===== config.mk =====
export PLATFORM = sky130hd
export DESIGN_NAME = sd_host_top
export DESIGN_NICKNAME = d
export VERILOG_FILES = /design/src/logic/sd_proto_pkg.sv /design/src/logic/sd_ctrl_pkg.sv /design/src/logic/sd_cmd_line_if.sv /design/src/logic/sd_link_cfg.sv /design/src/logic/sd_clock_gen.sv /design/src/logic/sd_crc7.sv /design/src/logic/sd_cmd_tx.sv /design/src/logic/sd_resp_rx.sv /design/src/logic/sd_host_top.sv
export SDC_FILE = /design/constraint.sdc
export NUM_CORES = 1
export LEC_CHECK = 0
export ABC_AREA = 1
export BUFFER_PORTS_ARGS = -buffer_cell sky130_fd_sc_hd__buf_2
export CAP_MARGIN = 40
export CORE_ASPECT_RATIO = 2
export CORE_UTILIZATION = 35
export CTS_BUF_LIST = sky130_fd_sc_hd__clkbuf_16
export DETAILED_ROUTE_END_ITERATION = 12
export PLACE_DENSITY = 0.6
export SYNTH_ARGS = -nofsm -noshare
export SYNTH_HDL_FRONTEND = slang
export SYNTH_SLANG_ARGS = --single-unit
export TNS_END_PERCENT = 50

===== constraint.sdc =====
create_clock -name clk_fast -period 3.1 [get_ports clk_fast]
set_input_delay 0.31 -clock clk_fast [delete_from_list [all_inputs] [get_ports clk_fast]]
set_output_delay 0.31 -clock clk_fast [all_outputs]
set_load 0.1 [all_outputs]

===== src/logic/sd_proto_pkg.sv =====
package sd_proto_pkg;

    // ==============================
    // Frame geometry
    // ==============================

    // Start, transmission, index, argument, CRC7, end
    localparam int FRAME_BITS = 48;

    // Everything the CRC covers, start bit through argument
    localparam int PAYLOAD_BITS = 40;

    // ==============================
    // Frame types
    // ==============================

    typedef logic [FRAME_BITS-1:0] frame_t;
    typedef logic [PAYLOAD_BITS-1:0] payload_t;
    typedef logic [6:0] crc7_t;

    // x^7 + x^3 + 1, with the x^7 term implied
    localparam crc7_t CRC7_POLY = 7'h09;

endpackage


===== src/logic/sd_ctrl_pkg.sv =====
package sd_ctrl_pkg;

    // Half of one SD clock period, counted in clk_fast cycles
    typedef logic [7:0] half_period_t;

    // Command transmitter
    typedef enum logic [1:0] {TX_IDLE, TX_WAIT_EDGE, TX_SHIFT, TX_DONE} tx_state_t;

    // Response receiver
    typedef enum logic [1:0] {RX_IDLE, RX_SEARCH, RX_SHIFT, RX_CHECK} rx_state_t;

    // ==============================
    // Timing
    // ==============================

    // Longest wait for a response start bit, in SD clocks
    localparam int NCR_MAX = 64;

    // 400 kHz identification rate at 120 MHz
    localparam int SLOW_HALF_PERIOD_DEFAULT = 150;

endpackage


===== src/logic/sd_cmd_line_if.sv =====
interface sd_cmd_line_if;

    // Bit timing from the clock generator
    logic drive_tick;
    logic sample_tick;

    // CMD pad
    logic cmd_out;
    logic cmd_oe;
    logic cmd_in;

    modport clk (output drive_tick, output sample_tick);

    modport tx (input drive_tick, output cmd_out, output cmd_oe);

    modport rx (input sample_tick, input cmd_in);

endinterface


===== src/logic/sd_link_cfg.sv =====
module sd_link_cfg #(
    parameter int CLK_FREQ_HZ = 120_000_000
) (
    input  logic                      clk_fast,
    input  logic                      arst_n,
    input  logic                      cfg_write,
    input  sd_ctrl_pkg::half_period_t cfg_half_period,
    input  logic                      cfg_clk_en,
    output sd_ctrl_pkg::half_period_t half_period,
    output logic                      clk_en
);

    // Round up so the identification clock never exceeds 400 kHz
    localparam int DERIVED_HALF = (CLK_FREQ_HZ + 799_999) / 800_000;

    // Fall back to the 120 MHz setting when the divider cannot hold it
    localparam int RESET_HALF = (DERIVED_HALF >= 1 && DERIVED_HALF <= 255) ?
                                DERIVED_HALF : sd_ctrl_pkg::SLOW_HALF_PERIOD_DEFAULT;

    always_ff @(posedge clk_fast or negedge arst_n) begin
        if (!arst_n) begin
            half_period <= sd_ctrl_pkg::half_period_t'(RESET_HALF);
            clk_en      <= 1'b1;
        end else if (cfg_write) begin
            // Zero would stall the divider
            if (cfg_half_period == '0) begin
                half_period <= sd_ctrl_pkg::half_period_t'(1);
            end else begin
                half_period <= cfg_half_period;
            end
            clk_en <= cfg_clk_en;
        end
    end

endmodule


===== src/logic/sd_clock_gen.sv =====
module sd_clock_gen (
    input  logic                      clk_fast,
    input  logic                      arst_n,
    input  sd_ctrl_pkg::half_period_t half_period,
    input  logic                      clk_en,
    output logic                      sdcard_clk,
    sd_cmd_line_if.clk                line
);

    // Cycles left in the current half-period
    sd_ctrl_pkg::half_period_t count;

    logic toggle;

    // While disabled, a high phase still runs out so the clock parks low cleanly
    assign toggle = (count == '0) && (clk_en || sdcard_clk);

    always_ff @(posedge clk_fast or negedge arst_n) begin
        if (!arst_n) begin
            count           <= '0;
            sdcard_clk      <= 1'b0;
            line.drive_tick  <= 1'b0;
            line.sample_tick <= 1'b0;
        end else begin
            line.drive_tick  <= 1'b0;
            line.sample_tick <= 1'b0;

            if (toggle) begin
                sdcard_clk <= ~sdcard_clk;
                count      <= half_period - 1'b1;

                // Ticks land in the same cycle as the new clock level
                line.drive_tick  <= sdcard_clk;
                line.sample_tick <= ~sdcard_clk;
            end else if (count != '0) begin
                count <= count - 1'b1;
            end
        end
    end

endmodule


===== src/logic/sd_crc7.sv =====
module sd_crc7 (
    input  logic                clk_fast,
    input  logic                arst_n,
    input  logic                clear,
    input  logic                en,
    input  logic                bit_in,
    output sd_proto_pkg::crc7_t crc
);

    logic feedback;

    // MSB first, as the bits go out on the line
    assign feedback = bit_in ^ crc[6];

    always_ff @(posedge clk_fast or negedge arst_n) begin
        if (!arst_n) begin
            crc <= '0;
        end else if (clear) begin
            crc <= '0;
        end else if (en) begin
            if (feedback) begin
                crc <= {crc[5:0], 1'b0} ^ sd_proto_pkg::CRC7_POLY;
            end else begin
                crc <= {crc[5:0], 1'b0};
            end
        end
    end

endmodule


===== src/logic/sd_cmd_tx.sv =====
module sd_cmd_tx (
    input  logic                  clk_fast,
    input  logic                  arst_n,
    input  logic                  cmd_start,
    input  sd_proto_pkg::payload_t cmd_payload,
    input  logic                  resp_expect,
    output logic                  cmd_busy,
    output logic                  cmd_done,
    output logic                  resp_arm,
    sd_cmd_line_if.tx             line
);

    sd_ctrl_pkg::tx_state_t state;
    sd_proto_pkg::payload_t shreg;
    sd_proto_pkg::crc7_t    crc;

    logic [5:0] bit_cnt;
    logic       resp_expect_q;
    logic       accept;
    logic       shifting;
    logic       crc_en;
    logic [2:0] crc_idx;
    logic       next_bit;

    assign accept   = (state == sd_ctrl_pkg::TX_IDLE) && cmd_start;
    assign shifting = line.drive_tick &&
                      (state == sd_ctrl_pkg::TX_WAIT_EDGE || state == sd_ctrl_pkg::TX_SHIFT);
    assign crc_en   = shifting && (bit_cnt < 6'(sd_proto_pkg::PAYLOAD_BITS));
    assign cmd_busy = (state != sd_ctrl_pkg::TX_IDLE);

    // Bit 40 of the frame carries crc[6]
    assign crc_idx = 3'(6'(sd_proto_pkg::FRAME_BITS - 2) - bit_cnt);

    // ==============================
    // Next bit on the line
    // ==============================
    always_comb begin
        if (bit_cnt < 6'(sd_proto_pkg::PAYLOAD_BITS)) begin
            next_bit = shreg[sd_proto_pkg::PAYLOAD_BITS-1];
        end else if (bit_cnt < 6'(sd_proto_pkg::FRAME_BITS - 1)) begin
            next_bit = crc[crc_idx];
        end else begin
            next_bit = 1'b1;
        end
    end

    always_ff @(posedge clk_fast) begin
        if (accept) begin
            shreg <= cmd_payload;
        end else if (crc_en) begin
            shreg <= shreg << 1;
        end
    end

    always_ff @(posedge clk_fast or negedge arst_n) begin
        if (!arst_n) begin
            state         <= sd_ctrl_pkg::TX_IDLE;
            bit_cnt       <= '0;
            resp_expect_q <= 1'b0;
            cmd_done      <= 1'b0;
            resp_arm      <= 1'b0;
            line.cmd_oe   <= 1'b0;
            line.cmd_out  <= 1'b1;
        end else begin
            cmd_done <= 1'b0;
            resp_arm <= 1'b0;
            case (state)
                sd_ctrl_pkg::TX_IDLE: begin
                    if (cmd_start) begin
                        resp_expect_q <= resp_expect;
                        bit_cnt       <= '0;
                        state         <= sd_ctrl_pkg::TX_WAIT_EDGE;
                    end
                end
                sd_ctrl_pkg::TX_WAIT_EDGE, sd_ctrl_pkg::TX_SHIFT: begin
                    if (line.drive_tick) begin
                        line.cmd_oe  <= 1'b1;
                        line.cmd_out <= next_bit;
                        bit_cnt      <= bit_cnt + 1'b1;
                        if (bit_cnt == 6'(sd_proto_pkg::FRAME_BITS - 1)) begin
                            state <= sd_ctrl_pkg::TX_DONE;
                        end else begin
                            state <= sd_ctrl_pkg::TX_SHIFT;
                        end
                    end
                end
                sd_ctrl_pkg::TX_DONE: begin
                    // End bit has been on the line for a full SD clock
                    if (line.drive_tick) begin
                        line.cmd_oe  <= 1'b0;
                        line.cmd_out <= 1'b1;
                        cmd_done     <= 1'b1;
                        resp_arm     <= resp_expect_q;
                        state        <= sd_ctrl_pkg::TX_IDLE;
                    end
                end
                default: state <= sd_ctrl_pkg::TX_IDLE;
            endcase
        end
    end

    sd_crc7 sd_crc7_inst (
        .clk_fast (clk_fast),
        .arst_n   (arst_n),
        .clear    (accept),
        .en       (crc_en),
        .bit_in   (shreg[sd_proto_pkg::PAYLOAD_BITS-1]),
        .crc      (crc)
    );

endmodule


===== src/logic/sd_resp_rx.sv =====
module sd_resp_rx #(
    parameter int RESP_TIMEOUT_CLKS = sd_ctrl_pkg::NCR_MAX
) (
    input  logic                clk_fast,
    input  logic                arst_n,
    input  logic                resp_arm,
    output logic                resp_done,
    output sd_proto_pkg::frame_t resp_data,
    output logic                resp_crc_err,
    output logic                resp_timeout,
    sd_cmd_line_if.rx           line
);

    localparam int TW = $clog2(RESP_TIMEOUT_CLKS + 1);

    sd_ctrl_pkg::rx_state_t state;
    sd_proto_pkg::frame_t   shreg;
    sd_proto_pkg::crc7_t    crc;

    logic [TW-1:0] wait_cnt;
    logic [5:0]    bit_cnt;
    logic          start_seen;
    logic          crc_en;

    assign start_seen = (state == sd_ctrl_pkg::RX_SEARCH) && line.sample_tick && !line.cmd_in;

    // Start bit through argument feed the CRC
    assign crc_en = start_seen ||
                    ((state == sd_ctrl_pkg::RX_SHIFT) && line.sample_tick &&
                     (bit_cnt < 6'(sd_proto_pkg::PAYLOAD_BITS)));

    // ==============================
    // Frame capture
    // ==============================
    always_ff @(posedge clk_fast) begin
        if (start_seen || ((state == sd_ctrl_pkg::RX_SHIFT) && line.sample_tick)) begin
            shreg <= {shreg[sd_proto_pkg::FRAME_BITS-2:0], line.cmd_in};
        end
        if (state == sd_ctrl_pkg::RX_CHECK) begin
            resp_data <= shreg;
        end
    end

    always_ff @(posedge clk_fast or negedge arst_n) begin
        if (!arst_n) begin
            state        <= sd_ctrl_pkg::RX_IDLE;
            wait_cnt     <= '0;
            bit_cnt      <= '0;
            resp_done    <= 1'b0;
            resp_crc_err <= 1'b0;
            resp_timeout <= 1'b0;
        end else begin
            resp_done <= 1'b0;
            if (resp_arm) begin
                wait_cnt <= '0;
                state    <= sd_ctrl_pkg::RX_SEARCH;
            end else begin
                case (state)
                    sd_ctrl_pkg::RX_SEARCH: begin
                        if (start_seen) begin
                            bit_cnt <= 6'd1;
                            state   <= sd_ctrl_pkg::RX_SHIFT;
                        end else if (line.sample_tick) begin
                            if (wait_cnt == TW'(RESP_TIMEOUT_CLKS - 1)) begin
                                // Card never answered
                                resp_done    <= 1'b1;
                                resp_timeout <= 1'b1;
                                resp_crc_err <= 1'b0;
                                state        <= sd_ctrl_pkg::RX_IDLE;
                            end else begin
                                wait_cnt <= wait_cnt + 1'b1;
                            end
                        end
                    end
                    sd_ctrl_pkg::RX_SHIFT: begin
                        if (line.sample_tick) begin
                            bit_cnt <= bit_cnt + 1'b1;
                            if (bit_cnt == 6'(sd_proto_pkg::FRAME_BITS - 1)) begin
                                state <= sd_ctrl_pkg::RX_CHECK;
                            end
                        end
                    end
                    sd_ctrl_pkg::RX_CHECK: begin
                        // CRC in bits 7..1, end bit must be high
                        resp_crc_err <= (shreg[7:1] != crc) || !shreg[0];
                        resp_timeout <= 1'b0;
                        resp_done    <= 1'b1;
                        state        <= sd_ctrl_pkg::RX_IDLE;
                    end
                    default: state <= sd_ctrl_pkg::RX_IDLE;
                endcase
            end
        end
    end

    sd_crc7 sd_crc7_inst (
        .clk_fast (clk_fast),
        .arst_n   (arst_n),
        .clear    (resp_arm),
        .en       (crc_en),
        .bit_in   (line.cmd_in),
        .crc      (crc)
    );

endmodule


===== src/logic/sd_host_top.sv =====
module sd_host_top #(
    parameter int CLK_FREQ_HZ       = 120_000_000,
    parameter int RESP_TIMEOUT_CLKS = sd_ctrl_pkg::NCR_MAX
) (
    input  logic                      clk_fast,
    input  logic                      arst_n,
    input  logic                      cfg_write,
    input  sd_ctrl_pkg::half_period_t cfg_half_period,
    input  logic                      cfg_clk_en,
    input  logic                      cmd_start,
    input  sd_proto_pkg::payload_t    cmd_payload,
    input  logic                      resp_expect,
    output logic                      cmd_busy,
    output logic                      cmd_done,
    output logic                      resp_done,
    output sd_proto_pkg::frame_t      resp_data,
    output logic                      resp_crc_err,
    output logic                      resp_timeout,
    output logic                      sdcard_clk,
    output logic                      sdcard_cmd_out,
    output logic                      sdcard_cmd_oe,
    input  logic                      sdcard_cmd_in
);

    sd_ctrl_pkg::half_period_t half_period;

    logic clk_en;
    logic resp_arm;

    sd_cmd_line_if line ();

    // CMD pad
    assign sdcard_cmd_out = line.cmd_out;
    assign sdcard_cmd_oe  = line.cmd_oe;
    assign line.cmd_in    = sdcard_cmd_in;

    // ==============================
    // Clocking
    // ==============================
    sd_link_cfg #(.CLK_FREQ_HZ(CLK_FREQ_HZ)) sd_link_cfg_inst (
        .clk_fast (clk_fast), .arst_n (arst_n), .cfg_write (cfg_write),
        .cfg_half_period (cfg_half_period), .cfg_clk_en (cfg_clk_en),
        .half_period (half_period), .clk_en (clk_en)
    );

    sd_clock_gen sd_clock_gen_inst (
        .clk_fast (clk_fast), .arst_n (arst_n), .half_period (half_period),
        .clk_en (clk_en), .sdcard_clk (sdcard_clk), .line (line.clk)
    );

    // ==============================
    // Command and response
    // ==============================
    sd_cmd_tx sd_cmd_tx_inst (
        .clk_fast (clk_fast), .arst_n (arst_n), .cmd_start (cmd_start),
        .cmd_payload (cmd_payload), .resp_expect (resp_expect), .cmd_busy (cmd_busy),
        .cmd_done (cmd_done), .resp_arm (resp_arm), .line (line.tx)
    );

    sd_resp_rx #(.RESP_TIMEOUT_CLKS(RESP_TIMEOUT_CLKS)) sd_resp_rx_inst (
        .clk_fast (clk_fast), .arst_n (arst_n), .resp_arm (resp_arm),
        .resp_done (resp_done), .resp_data (resp_data), .resp_crc_err (resp_crc_err),
        .resp_timeout (resp_timeout), .line (line.rx)
    );

endmodule


==> summary.txt <==
Die
  – I/O Pins: 111
  – Full die area: 0.02357 mm^2
  – Core box area: 0.02254 mm^2
  – Die width: 109.1 um
  – Row cnt: 78
  – Initial core utilization: 35.60%
  – Die Y-Extent: 216.1 um

Synthesis
  – Ys async rst share: 32.34%
  – EDFF count, synth: 136
  – Post-synthesis cell count: 661
  – Mapped Avg Cell Area: 12.14 um^2
  – Total of warnings raised by yosys: 0
  – Cell Area, Synth: 0.008025 mm^2
  – Post-Syn Nets: 725
  – Netlist cell types: 45
  – Post-synthesis sequential area ratio: 71.25%
  – Register bit count reported by yosys: 201
  – Synth Flop Type: edfxtp_1

Global route
  – Pin count of the biggest net entering global routing: 65
  – Total global routing track utilization: 13.41%
  – First-pass GRT wire length: 24,870 um
  – Vias in the first global route: 5,097
  – Initial antenna violation count: 0
  – Grt total ovfl: 0

Layout
  – Ant. Diodes: 0
  – Commonest cells after routing, fill and taps aside: nand2_1, edfxtp_1, buf_2
  – Final nets: 854
  – Share of layout cells above drive strength 1: 24.72%
  – Leading cell type in the layout, fill and taps excluded: nand2_1
  – Area growth, synth to finish: 20.19%

Power and ir drop
  – Clock power share: 34.8%
  – Share of power burned in registers: 46.6%
  – P_int: 5.085 mW
  – Leakage: 4.119 nW
  – Peak VDD IR: 0.0006974 V
  – Pwr Density: 742.5 mW/mm^2
  – Sw frac: 29.00%
  – Net Sw Power: 2.077 mW
  – Gate power share: 18.6%

Detailed routing
  – Final WL: 15,120 um
  – DRT iter0 DRCs: 202
  – Total iterations of the first detailed-routing run: 6
  – DRC errors left: 0
  – Avg WL per Cell: 13.99 um
  – DR vias/cell: 4.673
  – Total number of vias: 5,052
  – Number of antenna-violating nets in the routed design: 0

Place
  – Dpl ws: 1.057 ns
  – Gpl congestion: 0.8132
  – DP Wirelength: 10,340 um
  – Buffers on Ports: 110

Clock network
  – H-tree Lvls: 1
  – Clock slew at reported path FFs: 0.07 ns
  – TritonCTS clock tree: built
  – Clk buf depth: 3
  – Post-CTS setup repair buffer count: 0
  – Later-pin clock latency in the skew report: 0.49 ns
  – CTS Buf Count: 19
  – TritonCTS Sinks: 201
  – Root buf cell: clkbuf_16

Critical path
  – Worst path cell trace: inv_1 -> ha_1 -> nand2_1 -> inv_1 -> nand3_1 -> nand2_2 -> buf_4
  – Reg2Reg Setup Slack: 1.05 ns
  – Worst EP required: 3.22 ns
  – Critical Path Slowest Stage Cell: buf_4
  – Critical setup path kind: flip-flop to flip-flop
  – Largest stage delay, worst path: 0.45 ns
  – Crit. End Element: flip-flop
  – Critical Path Most Common Cell: inv_1
  – Startpoint types: flip-flop
  – Worst path arrival time: 2.17 ns
  – Worst-path maximum fanout: 45

STA
  – Final worst slack: 1.051 ns
  – Setup_tns: 0 ns
  – RSZ-0062 raised after global routing: no
  – Clk_skew: 0.009205 ns
  – Fin. Hold Viols: 0
  – Worst Tran Pin Value: 0.6452 ns
  – Period utilisation layout: 66.11%
  – FMAX: 0.4880 GHz
  – Max_slew headroom: 56.99%
  – Period minus WS final: 2.049 ns
  – Max-slew violations: 0
  – Final setup fails: 0

Hold path
  – Hold crit path type: input port to flip-flop

Run
  – Max cap viols: 0

Status
  – Status: finished clean
## power groups by stage
stage	Combinational, mW	Sequential, mW	Clock (mW)
6_report	1.33	3.34	2.49
5_1_grt	1.51	3.37	2.67
4_1_cts	1.36	3.34	2.59
3_5_place_dp	1.35	3.39	0
3_3_place_gp	1.34	3.39	0
2_1_floorplan	0.919	3.50	0
## layer usage
metal / vias up / global-route usage (%) / routed length (um)
met4: 0 / 5.676 / 434
met3: 27 / 2.045 / 605
met1: 2420 / 14.10 / 5580
met2: 116 / 25.47 / 8500
met5: - / 0 / 0
li1: 2489 / - / -
## synthesized netlist by cell type, types with 5 or more instances
library cell  number  area [um^2]
a21oi_1           25        125.1
clkbuf_1           9        33.78
dfrtp_1           59         1476
dfstp_2            6        157.7
edfxtp_1         136         4084
ha_1               9        112.6
inv_1             59        221.5
nand2_1          177        664.4
nand2_2           14        87.58
nand2_4            5        56.30
nand3_1           25        125.1
nor2_1            31        116.4
nor3_1             9        45.04
o21ai_0           26        130.1
o21ai_1            5        25.02
o22ai_1            6        37.54
xor2_1            13        113.9
## flip-flops by register name, summed over array words and instances (netlist names), 2 cells and up
name                              cells
sd_resp_rx_inst.sd_crc7_inst.crc      7
sd_cmd_tx_inst.sd_crc7_inst.crc       7
sd_resp_rx_inst.resp_data            48
sd_resp_rx_inst.wait_cnt              7
sd_clock_gen_inst.count               8
sd_resp_rx_inst.bit_cnt               6
sd_cmd_tx_inst.state                  2
sd_resp_rx_inst.state                 2
sd_resp_rx_inst.shreg                48
sd_cmd_tx_inst.bit_cnt                6
sd_link_cfg_inst.half_period          8
sd_cmd_tx_inst.shreg                 40
## stage by stage
stage	util [%]	std cells	cell area [um^2]	hold WS, ns	total power, mW
after floorplan	-	661	8025	0.01441	4.414
after global placement	39.68	1047	8945	0.4037	4.724
after detailed placement	39.80	1048	8972	0.3636	4.746
after CTS	42.79	1081	9646	0.01244	7.293
after global routing	42.79	1081	9646	0.03619	7.545
final	42.79	1081	9646	0.03643	7.162
## path summary, 6_finish.rpt
| kind | from | end | depth (start not counted) |
|---|---|---|---|
| min in group asynchronous | arst_n | sd_link_cfg_inst.half_period[7]$_DFFE_PN1P_ | 3 |
| worst max-delay path | sd_cmd_tx_inst.state[0]$_DFFE_PN0P_ | sd_cmd_tx_inst.shreg[24]$_DFFE_PP_ | 7 |
| worst min register to register | sd_resp_rx_inst.shreg[47]$_DFFE_PP_ | sd_resp_rx_inst.resp_data[47]$_DFFE_PP_ | 0 |
| worst max register to register | sd_cmd_tx_inst.state[0]$_DFFE_PN0P_ | sd_cmd_tx_inst.shreg[24]$_DFFE_PP_ | 7 |
| max in group asynchronous | arst_n | sd_cmd_tx_inst.line.cmd_out$_DFFE_PN1P_ | 4 |
| worst min-delay path | resp_expect | sd_cmd_tx_inst.resp_expect_q$_DFFE_PN0P_ | 3 |
## cells by family (layout without fill, tap and decap cells)
kind of cell	count (synthesis)	after routing	share of synthesized area, %
buffers and inverters	75	215	3.570
DFF	201	201	71.25
xor gates and xnor gates	16	16	1.746
and+or+nand+nor	284	284	16.53
adders and majority gates	9	9	1.403
muxes	1	1	0.1403
AOI/OAI and AO/OA	75	75	5.363
## layout make-up
class | count | area (um^2)
clock buffers | 19 | 475.5
clock inverters | 13 | 187.7
fillers | 2107 | 12900
inverters | 63 | 237.7
multi-input cells | 385 | 2028
flip-flops and latches | 201 | 5718
well taps | 280 | 350.3
repair buffers | 120 | 648.1
## critical path, delay by kind of cell (launching register included)
family | cells | cell delay [ns]
buffers and inverters | 3 | 0.65
DFF | 1 | 0.35
adders and majority gates | 1 | 0.34
and+or+nand+nor | 3 | 0.31
## timing repair
item | CTS | global route
hold endpoints to repair | 60 | 0
resized for setup | 0 | 0
hold buffers | 1 | 0
setup endpoints to repair | 0 | 0
Power figures use the tool's default switching activity.
